[config.mk]
export PLATFORM = sky130hd
export DESIGN_NAME = noncomp_multifmt_slice
export DESIGN_NICKNAME = d
export VERILOG_FILES = /design/src/rtl/fp_slice_pkg.sv /design/src/rtl/noncomp_multifmt_slice.sv /design/src/rtl/slice_result_packer.sv /design/src/rtl/fp_noncomp_lane.sv
export VERILOG_INCLUDE_DIRS = /design/src /design/src/rtl
export SDC_FILE = /design/constraint.sdc
export NUM_CORES = 1
export LEC_CHECK = 0
export BUFFER_PORTS_ARGS = -buffer_cell sky130_fd_sc_hd__buf_4
export CORE_ASPECT_RATIO = 1.75
export CORE_MARGIN = 5
export CORE_UTILIZATION = 45
export DETAILED_ROUTE_END_ITERATION = 8
export GPL_ROUTABILITY_DRIVEN = 0
export HOLD_SLACK_MARGIN = 0.02
export PLACE_DENSITY = 0.7
export SLEW_MARGIN = 25
export SYNTH_ARGS = -nofsm -noshare
export SYNTH_HDL_FRONTEND = slang
export SYNTH_HIERARCHICAL = 1
export SYNTH_SLANG_ARGS = --single-unit
[constraint.sdc]
create_clock -name clk_i -period 5.9 [get_ports clk_i]
set_input_delay 0 -clock clk_i [delete_from_list [all_inputs] [get_ports clk_i]]
set_output_delay 0 -clock clk_i [all_outputs]
set_load 0.05 [all_outputs]
[src/rtl/slice_settings.svh]
// Build-time dimensions of the non-computational SIMD slice
// Only a 32-bit slice with FP32 and two FP16 lanes is supported
// The lane count must stay equal to the width divided by 16

`ifndef SLICE_SETTINGS_SVH
`define SLICE_SETTINGS_SVH

// Datapath width in bits
`define SLICE_WIDTH 32

// Maximum number of SIMD lanes (FP16 packed into the datapath)
`define SLICE_NUM_LANES 2

// Register stages inside every lane
`define SLICE_PIPE_REGS 2

// Width of the tag that travels with an operation
`define SLICE_TAG_BITS 4

`endif
[src/rtl/fp_slice_pkg.sv]
// Shared types for the non-computational SIMD slice
// Formats are limited to FP32 and FP16, opcodes to sign injection and MINMAX
// The canonical NaNs are the quiet NaNs with a cleared sign and payload

package fp_slice_pkg;

  // Floating-point formats handled by the slice
  typedef enum logic {
    FP32 = 1'b0,
    FP16 = 1'b1
  } fp_format_e;

  // Non-computational opcodes
  typedef enum logic [1:0] {
    SGNJ   = 2'd0,
    SGNJN  = 2'd1,
    SGNJX  = 2'd2,
    MINMAX = 2'd3  // op_mod selects min (0) or max (1)
  } operation_e;

  // Format data carried along with lane 0
  typedef struct packed {
    logic       vectorial;
    fp_format_e dst_fmt;
  } lane_aux_t;

  // Canonical quiet NaNs
  localparam logic [31:0] CANON_NAN32 = 32'h7FC0_0000;
  localparam logic [15:0] CANON_NAN16 = 16'h7E00;

endpackage

[src/rtl/noncomp_multifmt_slice.sv]
// Non-computational SIMD slice, FP32 scalar or up to two FP16 lanes
// Inputs must stay stable while in_valid_i is high and in_ready_o is low
// Lane 1 only follows vectorial FP16 operations, lane 0 leads the handshake

`timescale 1ns/1ns
`include "slice_settings.svh"

module noncomp_multifmt_slice (
  input  logic                         clk_i,
  input  logic                         rst_n_i,
  input  logic                         flush_i,
  input  logic [`SLICE_WIDTH-1:0]      operand_a_i,
  input  logic [`SLICE_WIDTH-1:0]      operand_b_i,
  input  fp_slice_pkg::operation_e     op_i,
  input  logic                         op_mod_i,
  input  fp_slice_pkg::fp_format_e     fmt_i,
  input  logic                         vectorial_op_i,
  input  logic [`SLICE_TAG_BITS-1:0]   tag_i,
  input  logic [`SLICE_NUM_LANES-1:0]  simd_mask_i,
  input  logic                         in_valid_i,
  output logic                         in_ready_o,
  output logic [`SLICE_WIDTH-1:0]      result_o,
  output logic                         invalid_o,
  output logic [`SLICE_TAG_BITS-1:0]   tag_o,
  output logic                         out_valid_o,
  input  logic                         out_ready_i,
  output logic                         busy_o
);

  localparam int unsigned Lane1Width = `SLICE_WIDTH / `SLICE_NUM_LANES;

  logic                        vectorial, scalar_fp16;
  logic                        box_a_ok, box_b_ok;
  fp_slice_pkg::lane_aux_t     aux_data, lane0_aux;
  logic                        lane1_in_valid, lane1_out_valid, lane1_out_ready;
  logic [`SLICE_WIDTH-1:0]     lane0_result;
  logic [Lane1Width-1:0]       lane1_result;
  logic [`SLICE_NUM_LANES-1:0] lane_invalid, lane_mask, lane_busy;

  // ----------------------------------------
  // Input side
  // ----------------------------------------
  assign vectorial   = vectorial_op_i & (fmt_i == fp_slice_pkg::FP16);
  assign scalar_fp16 = ~vectorial_op_i & (fmt_i == fp_slice_pkg::FP16);

  // Scalar FP16 operands need all ones in the upper half
  assign box_a_ok = ~scalar_fp16 | (&operand_a_i[31:16]);
  assign box_b_ok = ~scalar_fp16 | (&operand_b_i[31:16]);

  assign aux_data       = '{vectorial: vectorial, dst_fmt: fmt_i};
  assign lane1_in_valid = in_valid_i & vectorial;  // Upper lane for vectors only

  // ----------------------------------------
  // Lanes
  // ----------------------------------------
  fp_noncomp_lane #(
    .LaneWidth ( `SLICE_WIDTH )
  ) u_lane0 (
    .clk_i, .rst_n_i, .flush_i,
    .operand_a_i ( operand_a_i           ),
    .operand_b_i ( operand_b_i           ),
    .op_i, .op_mod_i, .fmt_i,
    .box_ok_i    ( {box_b_ok, box_a_ok}  ),
    .tag_i,
    .mask_i      ( simd_mask_i[0]        ),
    .aux_i       ( aux_data              ),
    .in_valid_i  ( in_valid_i            ),
    .in_ready_o  ( in_ready_o            ),
    .result_o    ( lane0_result          ),
    .invalid_o   ( lane_invalid[0]       ),
    .mask_o      ( lane_mask[0]          ),
    .tag_o       ( tag_o                 ),
    .aux_o       ( lane0_aux             ),
    .out_valid_o ( out_valid_o           ),
    .out_ready_i ( out_ready_i           ),
    .busy_o      ( lane_busy[0]          )
  );

  // Lane 1 pops only when lane 0 shows a vectorial result
  assign lane1_out_ready = out_ready_i & lane0_aux.vectorial;

  fp_noncomp_lane #(
    .LaneWidth ( Lane1Width )
  ) u_lane1 (
    .clk_i, .rst_n_i, .flush_i,
    .operand_a_i ( operand_a_i[31:16]    ),
    .operand_b_i ( operand_b_i[31:16]    ),
    .op_i, .op_mod_i, .fmt_i,
    .box_ok_i    ( 2'b11                 ),  // Vector halves are never boxed
    .tag_i,
    .mask_i      ( simd_mask_i[1]        ),
    .aux_i       ( aux_data              ),
    .in_valid_i  ( lane1_in_valid        ),
    .in_ready_o  (                       ),
    .result_o    ( lane1_result          ),
    .invalid_o   ( lane_invalid[1]       ),
    .mask_o      ( lane_mask[1]          ),
    .tag_o       (                       ),
    .aux_o       (                       ),
    .out_valid_o ( lane1_out_valid       ),
    .out_ready_i ( lane1_out_ready       ),
    .busy_o      ( lane_busy[1]          )
  );

  // ----------------------------------------
  // Output side
  // ----------------------------------------
  slice_result_packer u_packer (
    .lane0_result_i ( lane0_result    ),
    .lane1_result_i ( lane1_result    ),
    .lane1_valid_i  ( lane1_out_valid ),
    .lane_invalid_i ( lane_invalid    ),
    .lane_mask_i    ( lane_mask       ),
    .aux_i          ( lane0_aux       ),
    .result_o       ( result_o        ),
    .invalid_o      ( invalid_o       )
  );

  assign busy_o = |lane_busy;

endmodule

[src/rtl/slice_result_packer.sv]
// Output packing of the two lane results into one slice word
// FP16 words take lane 1 in the upper half only when it delivered a result
// The invalid flag counts only lanes that are enabled in the SIMD mask

`timescale 1ns/1ns
`include "slice_settings.svh"

module slice_result_packer (
  input  logic [31:0]                  lane0_result_i,
  input  logic [15:0]                  lane1_result_i,
  input  logic                         lane1_valid_i,
  input  logic [`SLICE_NUM_LANES-1:0]  lane_invalid_i,
  input  logic [`SLICE_NUM_LANES-1:0]  lane_mask_i,
  input  fp_slice_pkg::lane_aux_t      aux_i,
  output logic [`SLICE_WIDTH-1:0]      result_o,
  output logic                         invalid_o
);

  logic                        lane1_used;
  logic [`SLICE_NUM_LANES-1:0] lane_delivered;

  // Lane 1 only counts for vectorial results
  assign lane1_used     = lane1_valid_i & aux_i.vectorial;
  assign lane_delivered = {lane1_used, 1'b1};  // Lane 0 always delivers with out_valid

  // ----------------------------------------
  // Result packing
  // ----------------------------------------
  always_comb begin : pack_result
    if (aux_i.dst_fmt == fp_slice_pkg::FP32) begin
      result_o = lane0_result_i;
    end else begin
      // Upper half NaN-boxed when lane 1 is idle
      result_o = {(lane1_used ? lane1_result_i : 16'hFFFF), lane0_result_i[15:0]};
    end
  end

  // ----------------------------------------
  // Status collapse
  // ----------------------------------------
  always_comb begin : collapse_status
    invalid_o = 1'b0;
    for (int i = 0; i < `SLICE_NUM_LANES; i++) begin
      invalid_o = invalid_o | (lane_invalid_i[i] & lane_mask_i[i] & lane_delivered[i]);
    end
  end

endmodule

[src/rtl/fp_noncomp_lane.sv]
// One SIMD lane for sign injection and MINMAX
// A lane narrower than the slice width handles FP16 only
// Results of FP16 operations carry all ones above bit 15
// The output holds while out_ready_i is low, flush_i drops all items in flight

`timescale 1ns/1ns
`include "slice_settings.svh"

module fp_noncomp_lane #(
  parameter int unsigned LaneWidth = 32
) (
  input  logic                          clk_i,
  input  logic                          rst_n_i,
  input  logic                          flush_i,
  input  logic [LaneWidth-1:0]          operand_a_i,
  input  logic [LaneWidth-1:0]          operand_b_i,
  input  fp_slice_pkg::operation_e      op_i,
  input  logic                          op_mod_i,
  input  fp_slice_pkg::fp_format_e      fmt_i,
  input  logic [1:0]                    box_ok_i,
  input  logic [`SLICE_TAG_BITS-1:0]    tag_i,
  input  logic                          mask_i,
  input  fp_slice_pkg::lane_aux_t       aux_i,
  input  logic                          in_valid_i,
  output logic                          in_ready_o,
  output logic [LaneWidth-1:0]          result_o,
  output logic                          invalid_o,
  output logic                          mask_o,
  output logic [`SLICE_TAG_BITS-1:0]    tag_o,
  output fp_slice_pkg::lane_aux_t       aux_o,
  output logic                          out_valid_o,
  input  logic                          out_ready_i,
  output logic                          busy_o
);

  localparam int unsigned NumRegs = `SLICE_PIPE_REGS;
  localparam int unsigned W       = `SLICE_WIDTH;

  logic         is_fp32;
  logic [W-1:0] sign_bit, mag_mask, inf_bits, quiet_bit, canon_nan, upper_fill;
  logic [W-1:0] opa, opb, mag_a, mag_b;
  logic         sign_a, sign_b;
  logic         nan_a, nan_b, snan_a, snan_b;
  logic         a_lt_b;
  logic [W-1:0] res_full;
  logic         op_invalid;

  // ----------------------------------------
  // Operation
  // ----------------------------------------
  assign is_fp32 = (LaneWidth >= W) && (fmt_i == fp_slice_pkg::FP32);

  always_comb begin : fmt_constants
    if (is_fp32) begin
      sign_bit   = 32'h8000_0000;
      mag_mask   = 32'h7FFF_FFFF;
      inf_bits   = 32'h7F80_0000;
      quiet_bit  = 32'h0040_0000;
      canon_nan  = fp_slice_pkg::CANON_NAN32;
      upper_fill = '0;
    end else begin
      sign_bit   = 32'h0000_8000;
      mag_mask   = 32'h0000_7FFF;
      inf_bits   = 32'h0000_7C00;
      quiet_bit  = 32'h0000_0200;
      canon_nan  = {16'hFFFF, fp_slice_pkg::CANON_NAN16};
      upper_fill = 32'hFFFF_0000;  // NaN-box FP16 results
    end
  end

  // Badly boxed operands turn into the canonical NaN
  assign opa = box_ok_i[0] ? W'(operand_a_i) : canon_nan;
  assign opb = box_ok_i[1] ? W'(operand_b_i) : canon_nan;

  assign sign_a = |(opa & sign_bit);
  assign sign_b = |(opb & sign_bit);
  assign mag_a  = opa & mag_mask;
  assign mag_b  = opb & mag_mask;
  assign nan_a  = mag_a > inf_bits;  // Exponent all ones, mantissa nonzero
  assign nan_b  = mag_b > inf_bits;
  assign snan_a = nan_a & ~|(opa & quiet_bit);
  assign snan_b = nan_b & ~|(opb & quiet_bit);

  // Sign-magnitude ordering, -0 sorts below +0
  always_comb begin : order
    if (sign_a != sign_b) begin
      a_lt_b = sign_a;
    end else if (sign_a) begin
      a_lt_b = mag_a > mag_b;
    end else begin
      a_lt_b = mag_a < mag_b;
    end
  end

  always_comb begin : compute
    res_full   = mag_a;
    op_invalid = 1'b0;
    unique case (op_i)
      fp_slice_pkg::SGNJ:  res_full = mag_a | (sign_b ? sign_bit : '0);
      fp_slice_pkg::SGNJN: res_full = mag_a | (sign_b ? '0 : sign_bit);
      fp_slice_pkg::SGNJX: res_full = mag_a | ((sign_a ^ sign_b) ? sign_bit : '0);
      fp_slice_pkg::MINMAX: begin
        op_invalid = snan_a | snan_b;
        if (nan_a && nan_b) begin
          res_full = canon_nan;
        end else if (nan_a) begin
          res_full = opb;
        end else if (nan_b) begin
          res_full = opa;
        end else if (a_lt_b ^ op_mod_i) begin  // Min keeps a when smaller, max otherwise
          res_full = opa;
        end else begin
          res_full = opb;
        end
      end
      default: res_full = mag_a;
    endcase
    res_full = (res_full & (sign_bit | mag_mask)) | upper_fill;
  end

  // ----------------------------------------
  // Pipeline
  // ----------------------------------------
  // Index i is the state after i register stages
  logic [0:NumRegs][LaneWidth-1:0]       pipe_result_q;
  logic [0:NumRegs]                      pipe_invalid_q, pipe_mask_q;
  logic [0:NumRegs][`SLICE_TAG_BITS-1:0] pipe_tag_q;
  fp_slice_pkg::lane_aux_t [0:NumRegs]   pipe_aux_q;
  logic [0:NumRegs]                      pipe_valid_q;
  logic [0:NumRegs]                      pipe_ready;

  assign pipe_result_q[0]  = res_full[LaneWidth-1:0];
  assign pipe_invalid_q[0] = op_invalid;
  assign pipe_mask_q[0]    = mask_i;
  assign pipe_tag_q[0]     = tag_i;
  assign pipe_aux_q[0]     = aux_i;
  assign pipe_valid_q[0]   = in_valid_i;

  for (genvar i = 0; i < NumRegs; i++) begin : gen_stages
    logic reg_ena;

    // Advance when the next stage moves on or only holds a bubble
    assign pipe_ready[i] = pipe_ready[i+1] | ~pipe_valid_q[i+1];
    assign reg_ena       = pipe_ready[i] & pipe_valid_q[i];

    always_ff @(posedge clk_i or negedge rst_n_i) begin
      if (!rst_n_i) begin
        pipe_valid_q[i+1] <= 1'b0;
      end else if (flush_i) begin
        pipe_valid_q[i+1] <= 1'b0;
      end else if (pipe_ready[i]) begin
        pipe_valid_q[i+1] <= pipe_valid_q[i];
      end
    end

    always_ff @(posedge clk_i) begin
      if (reg_ena) begin
        pipe_result_q[i+1]  <= pipe_result_q[i];
        pipe_invalid_q[i+1] <= pipe_invalid_q[i];
        pipe_mask_q[i+1]    <= pipe_mask_q[i];
        pipe_tag_q[i+1]     <= pipe_tag_q[i];
        pipe_aux_q[i+1]     <= pipe_aux_q[i];
      end
    end
  end

  assign pipe_ready[NumRegs] = out_ready_i;  // Downstream ready

  assign in_ready_o  = pipe_ready[0];
  assign result_o    = pipe_result_q[NumRegs];
  assign invalid_o   = pipe_invalid_q[NumRegs];
  assign mask_o      = pipe_mask_q[NumRegs];
  assign tag_o       = pipe_tag_q[NumRegs];
  assign aux_o       = pipe_aux_q[NumRegs];
  assign out_valid_o = pipe_valid_q[NumRegs];
  assign busy_o      = |pipe_valid_q[1:NumRegs];

endmodule

==> run_results.csv <==
group,metric,value,unit
global_routing,initial_antenna_violation_count,0,
global_routing,number_of_global_route_vias_before_repair,6866,
route,postRouteWirelength,23000,µm
timing,fin_crit_sh,94.1,%
cts,ctsHtreeMaxLevel,4,
critical_path,cp_cell_sequence,"dlygate4sd3_1 > buf_4 > nand4_1 > o41ai_4 > inv_1 > nor2_1 > nor2_1 > ha_1 > nand3_1 > or3_4 > a2111oi_2 > nor3_1 > a211oi_2 > mux2_4 > o21a_1 > o2bb2ai_1 > dlygate4sd3_1",
global_routing,grt_use_total,21.5,%
cts,clock-sinks,120,
global_routing,global_route.usage.met2,38.1,%
min_path,hold_path.startpoint,"operand_b_i[25]",
pwr,sequentialPowerShare,38.4,%
synth,ys_warn_count,6,
pwr,internal_power,1.95,mW
floorplan,dieHeight,188,µm
pwr,switching_share,26.2,%
critical_path,regToRegEndpoint,"u_lane0/pipe_tag_q[7]",
flow_run,maxCapViolCount,0,
timing,final_period_minus_worst_setup_slack,5550,ps
finish,final-instance-count-excl-fill,1167,
route,vias_after_detailed_routing,6889,
global_routing,grt_max_degree,42,
route,antenna_violating_nets_post_route,0,
floorplan,die-area,21000,µm²
global_routing,grt_first_pass_wirelength,35900,µm
pwr,switching_power,0.691,mW
synth,mean_instance_size_in_the_synthesized_netlist,9.93,µm²
finish,num-nets-final,1059,
timing,tightest_slew,922,ps
critical_path,crit_cells,17,
route,drt_first_iter_violations,921,
floorplan,die_width,112,µm
placed_design,dpl_worst_slack,834,ps
timing,fin_worst_skew,13.3,ps
critical_path,cp_data_arrival_time,5750,ps
min_path,whs_path_depth,3,
critical_path,worst-endpoint-required,6090,ps
critical_path,timing.reg2reg.worst_path_depth,3,
min_path,timing.hold.worst.class,"input pin to register",
synth,synthCells,822,
timing,slew_viol_final,0,
global_routing,grt.overflow.total,0,
placed_design,place_hpwl,17300,µm
timing,max_freq,0.180,GHz
critical_path,cp_slowest_stage_delay,580,ps
floorplan,floorplan.initialDensity,45.4,%
timing,setup_viol_count_final,0,
pwr,ir_worst_vdd,196,µV
route,route.detailed.vias_per_inst,5.90,
finish,antenna_cells_inserted,0,
synth,synth_area,8160,µm²
pwr,power.clock.fraction,41.3,%
critical_path,critical_path.endpoint_type,"register",
finish,drive_gt1_share,20.3,%
critical_path,timing.critical_path.from_type,"input pin",
pwr,comb_power_share,20.3,%
cts,clock_insertion_delay_at_the_later_pin_of_the_skew_report,450,ps
cts,cts_root_buf,"sky130_fd_sc_hd__clkbuf_16",
min_path,min_delay_worst_endpoint,"u_lane0/pipe_result_q[57]",
critical_path,crit-reg2reg-launch,"u_lane0/out_valid_o",
timing,slew_headroom,38.5,%
cts,max-clock-path-buffers,3,
floorplan,floorplan.core_area,18000,µm²
critical_path,critPathTopFamily,"compound AO/OA/AOI/OAI gates",
pwr,cellLeakagePower,4.01,nW
critical_path,critical_path_class,"input pin to register",
critical_path,wp_buf_inv,4,
global_routing,use_met3,2.76,%
route,remaining_routing_drc_violations,0,
cts,numCtsBuffers,25,
placed_design,dpl-instance-area,8790,µm²
timing,timing_hold_violations_final,0,
critical_path,cp_max_fo,17,
route,routed_wire_length_per_instance,19.7,µm
cts,cts.reportedPaths.clkPinSlew,50,ps
global_routing,groute.layer.met1.usage,23.9,%
run_status,run_status,"complete, no violations",
finish,synthToLayoutAreaGrowth,21.0,%
timing,rsz0062_at_grt,"false",
floorplan,ioPinCount,120,
pwr,power.density,268,nW/µm²
finish,design_area,9880,µm²
placed_design,dp.cells,1091,
timing,fin_setup_tns,0,ps
cts,tritoncts,"yes",
route,drt_pre_antenna_iters,5,
global_routing,gr-max-usage-layer,"met2",
cts,post-cts-setup-buffer-count,0,
critical_path,setup.reg_to_reg.worst_slack,4040,ps
critical_path,critical-path-slowest-cell,"sky130_fd_sc_hd__dlygate4sd3_1",
timing,layout_setup_ws,347,ps
placed_design,place.port_buffers,119,
floorplan,core.rowCount,65,
==> sequential cells by signal, summed over array words and instances (netlist names), 2 cells and up <==
register and count:
u_lane0/pipe_result_q 32, u_lane0/result_o 32, u_lane1/pipe_result_q 16, u_lane1/result_o 16
u_lane0/pipe_tag_q 4, u_lane0/tag_o 4, u_lane0/aux_o 2, u_lane0/pipe_aux_q 2
==> repair_timing <==
action | 4_1_cts | 5_1_grt
hold buffers | 44 | 0
endpoints found under the hold margin | 41 | 0
gates resized for setup | 0 | 0
==> how the worst max path moves through the flow <==
stage / startpoint / end
final: operand_a_i[24] / u_lane0/pipe_result_q[32]
after global routing: operand_a_i[24] / u_lane0/pipe_result_q[32]
after CTS: operand_a_i[24] / u_lane0/pipe_result_q[32]
after detailed placement: operand_a_i[24] / u_lane0/pipe_result_q[60]
after global placement: operand_a_i[24] / u_lane0/pipe_result_q[58]
after floorplan: operand_b_i[30] / u_lane0/pipe_result_q[55]
==> cell type report <==
cell class              count  area [µm²]
clock buffers              27         633
clock inverters             5        18.8
flip-flops and latches    120        3580
multi-input cells         573        3800
fillers                  1589        8090
repair buffers            170        1410
well taps                 234         293
inverters                  38         143
==> per-stage QoR <==
stage / hold slack, ps / utilization, % / total power [mW]
6_report: 48.2 / 55.0 / 2.64
5_1_grt: 51.3 / 55.0 / 2.76
4_1_cts: 31.0 / 55.0 / 2.65
3_5_place_dp: -201 / 48.9 / 1.53
3_3_place_gp: -202 / 48.7 / 1.52
2_1_floorplan: -296 / - / 1.37
==> layout by cell type, fill, tap and decap left out, drive strengths merged, types with 6 or more instances in the layout <==
cell,count
conb,8
or2,8
buf,126
a31oi,25
ha,51
o311ai,7
nand3,16
inv,38
a211oi,6
nand2,76
a22o,7
nor2,74
and3,6
o32ai,9
nand2b,10
a21oi,42
nor2b,19
o22ai,8
clkbuf,27
nand4,23
or4,6
dlygate4sd3,44
a21o,8
and2,21
o2bb2ai,10
nor3,16
o21ai,36
edfxtp,116
nor4,6
==> routing by layer <==
metal  up-vias  wire (µm)
met5         -          0
met2       367      11700
met1      3206       8340
li1       3205          -
met4         0       1540
met3       111       1420
==> power groups by stage <==
stage               combinational, mW  clock [mW]  sequential, mW
CTS                             0.523        1.12            1.02
finish                          0.537        1.09            1.01
floorplan                       0.349           0            1.02
global placement                0.488           0            1.03
global route                    0.577        1.17            1.02
detailed placement              0.496           0            1.03
==> worst reg2reg max path, stage by stage, from the launching register on <==
cell,delay [ps]
sky130_fd_sc_hd__dfrtp_1,380
sky130_fd_sc_hd__nor2b_1,200
sky130_fd_sc_hd__nand2_1,120
sky130_fd_sc_hd__and2_2,760
No activity file was read; power rests on OpenSTA's default activity.
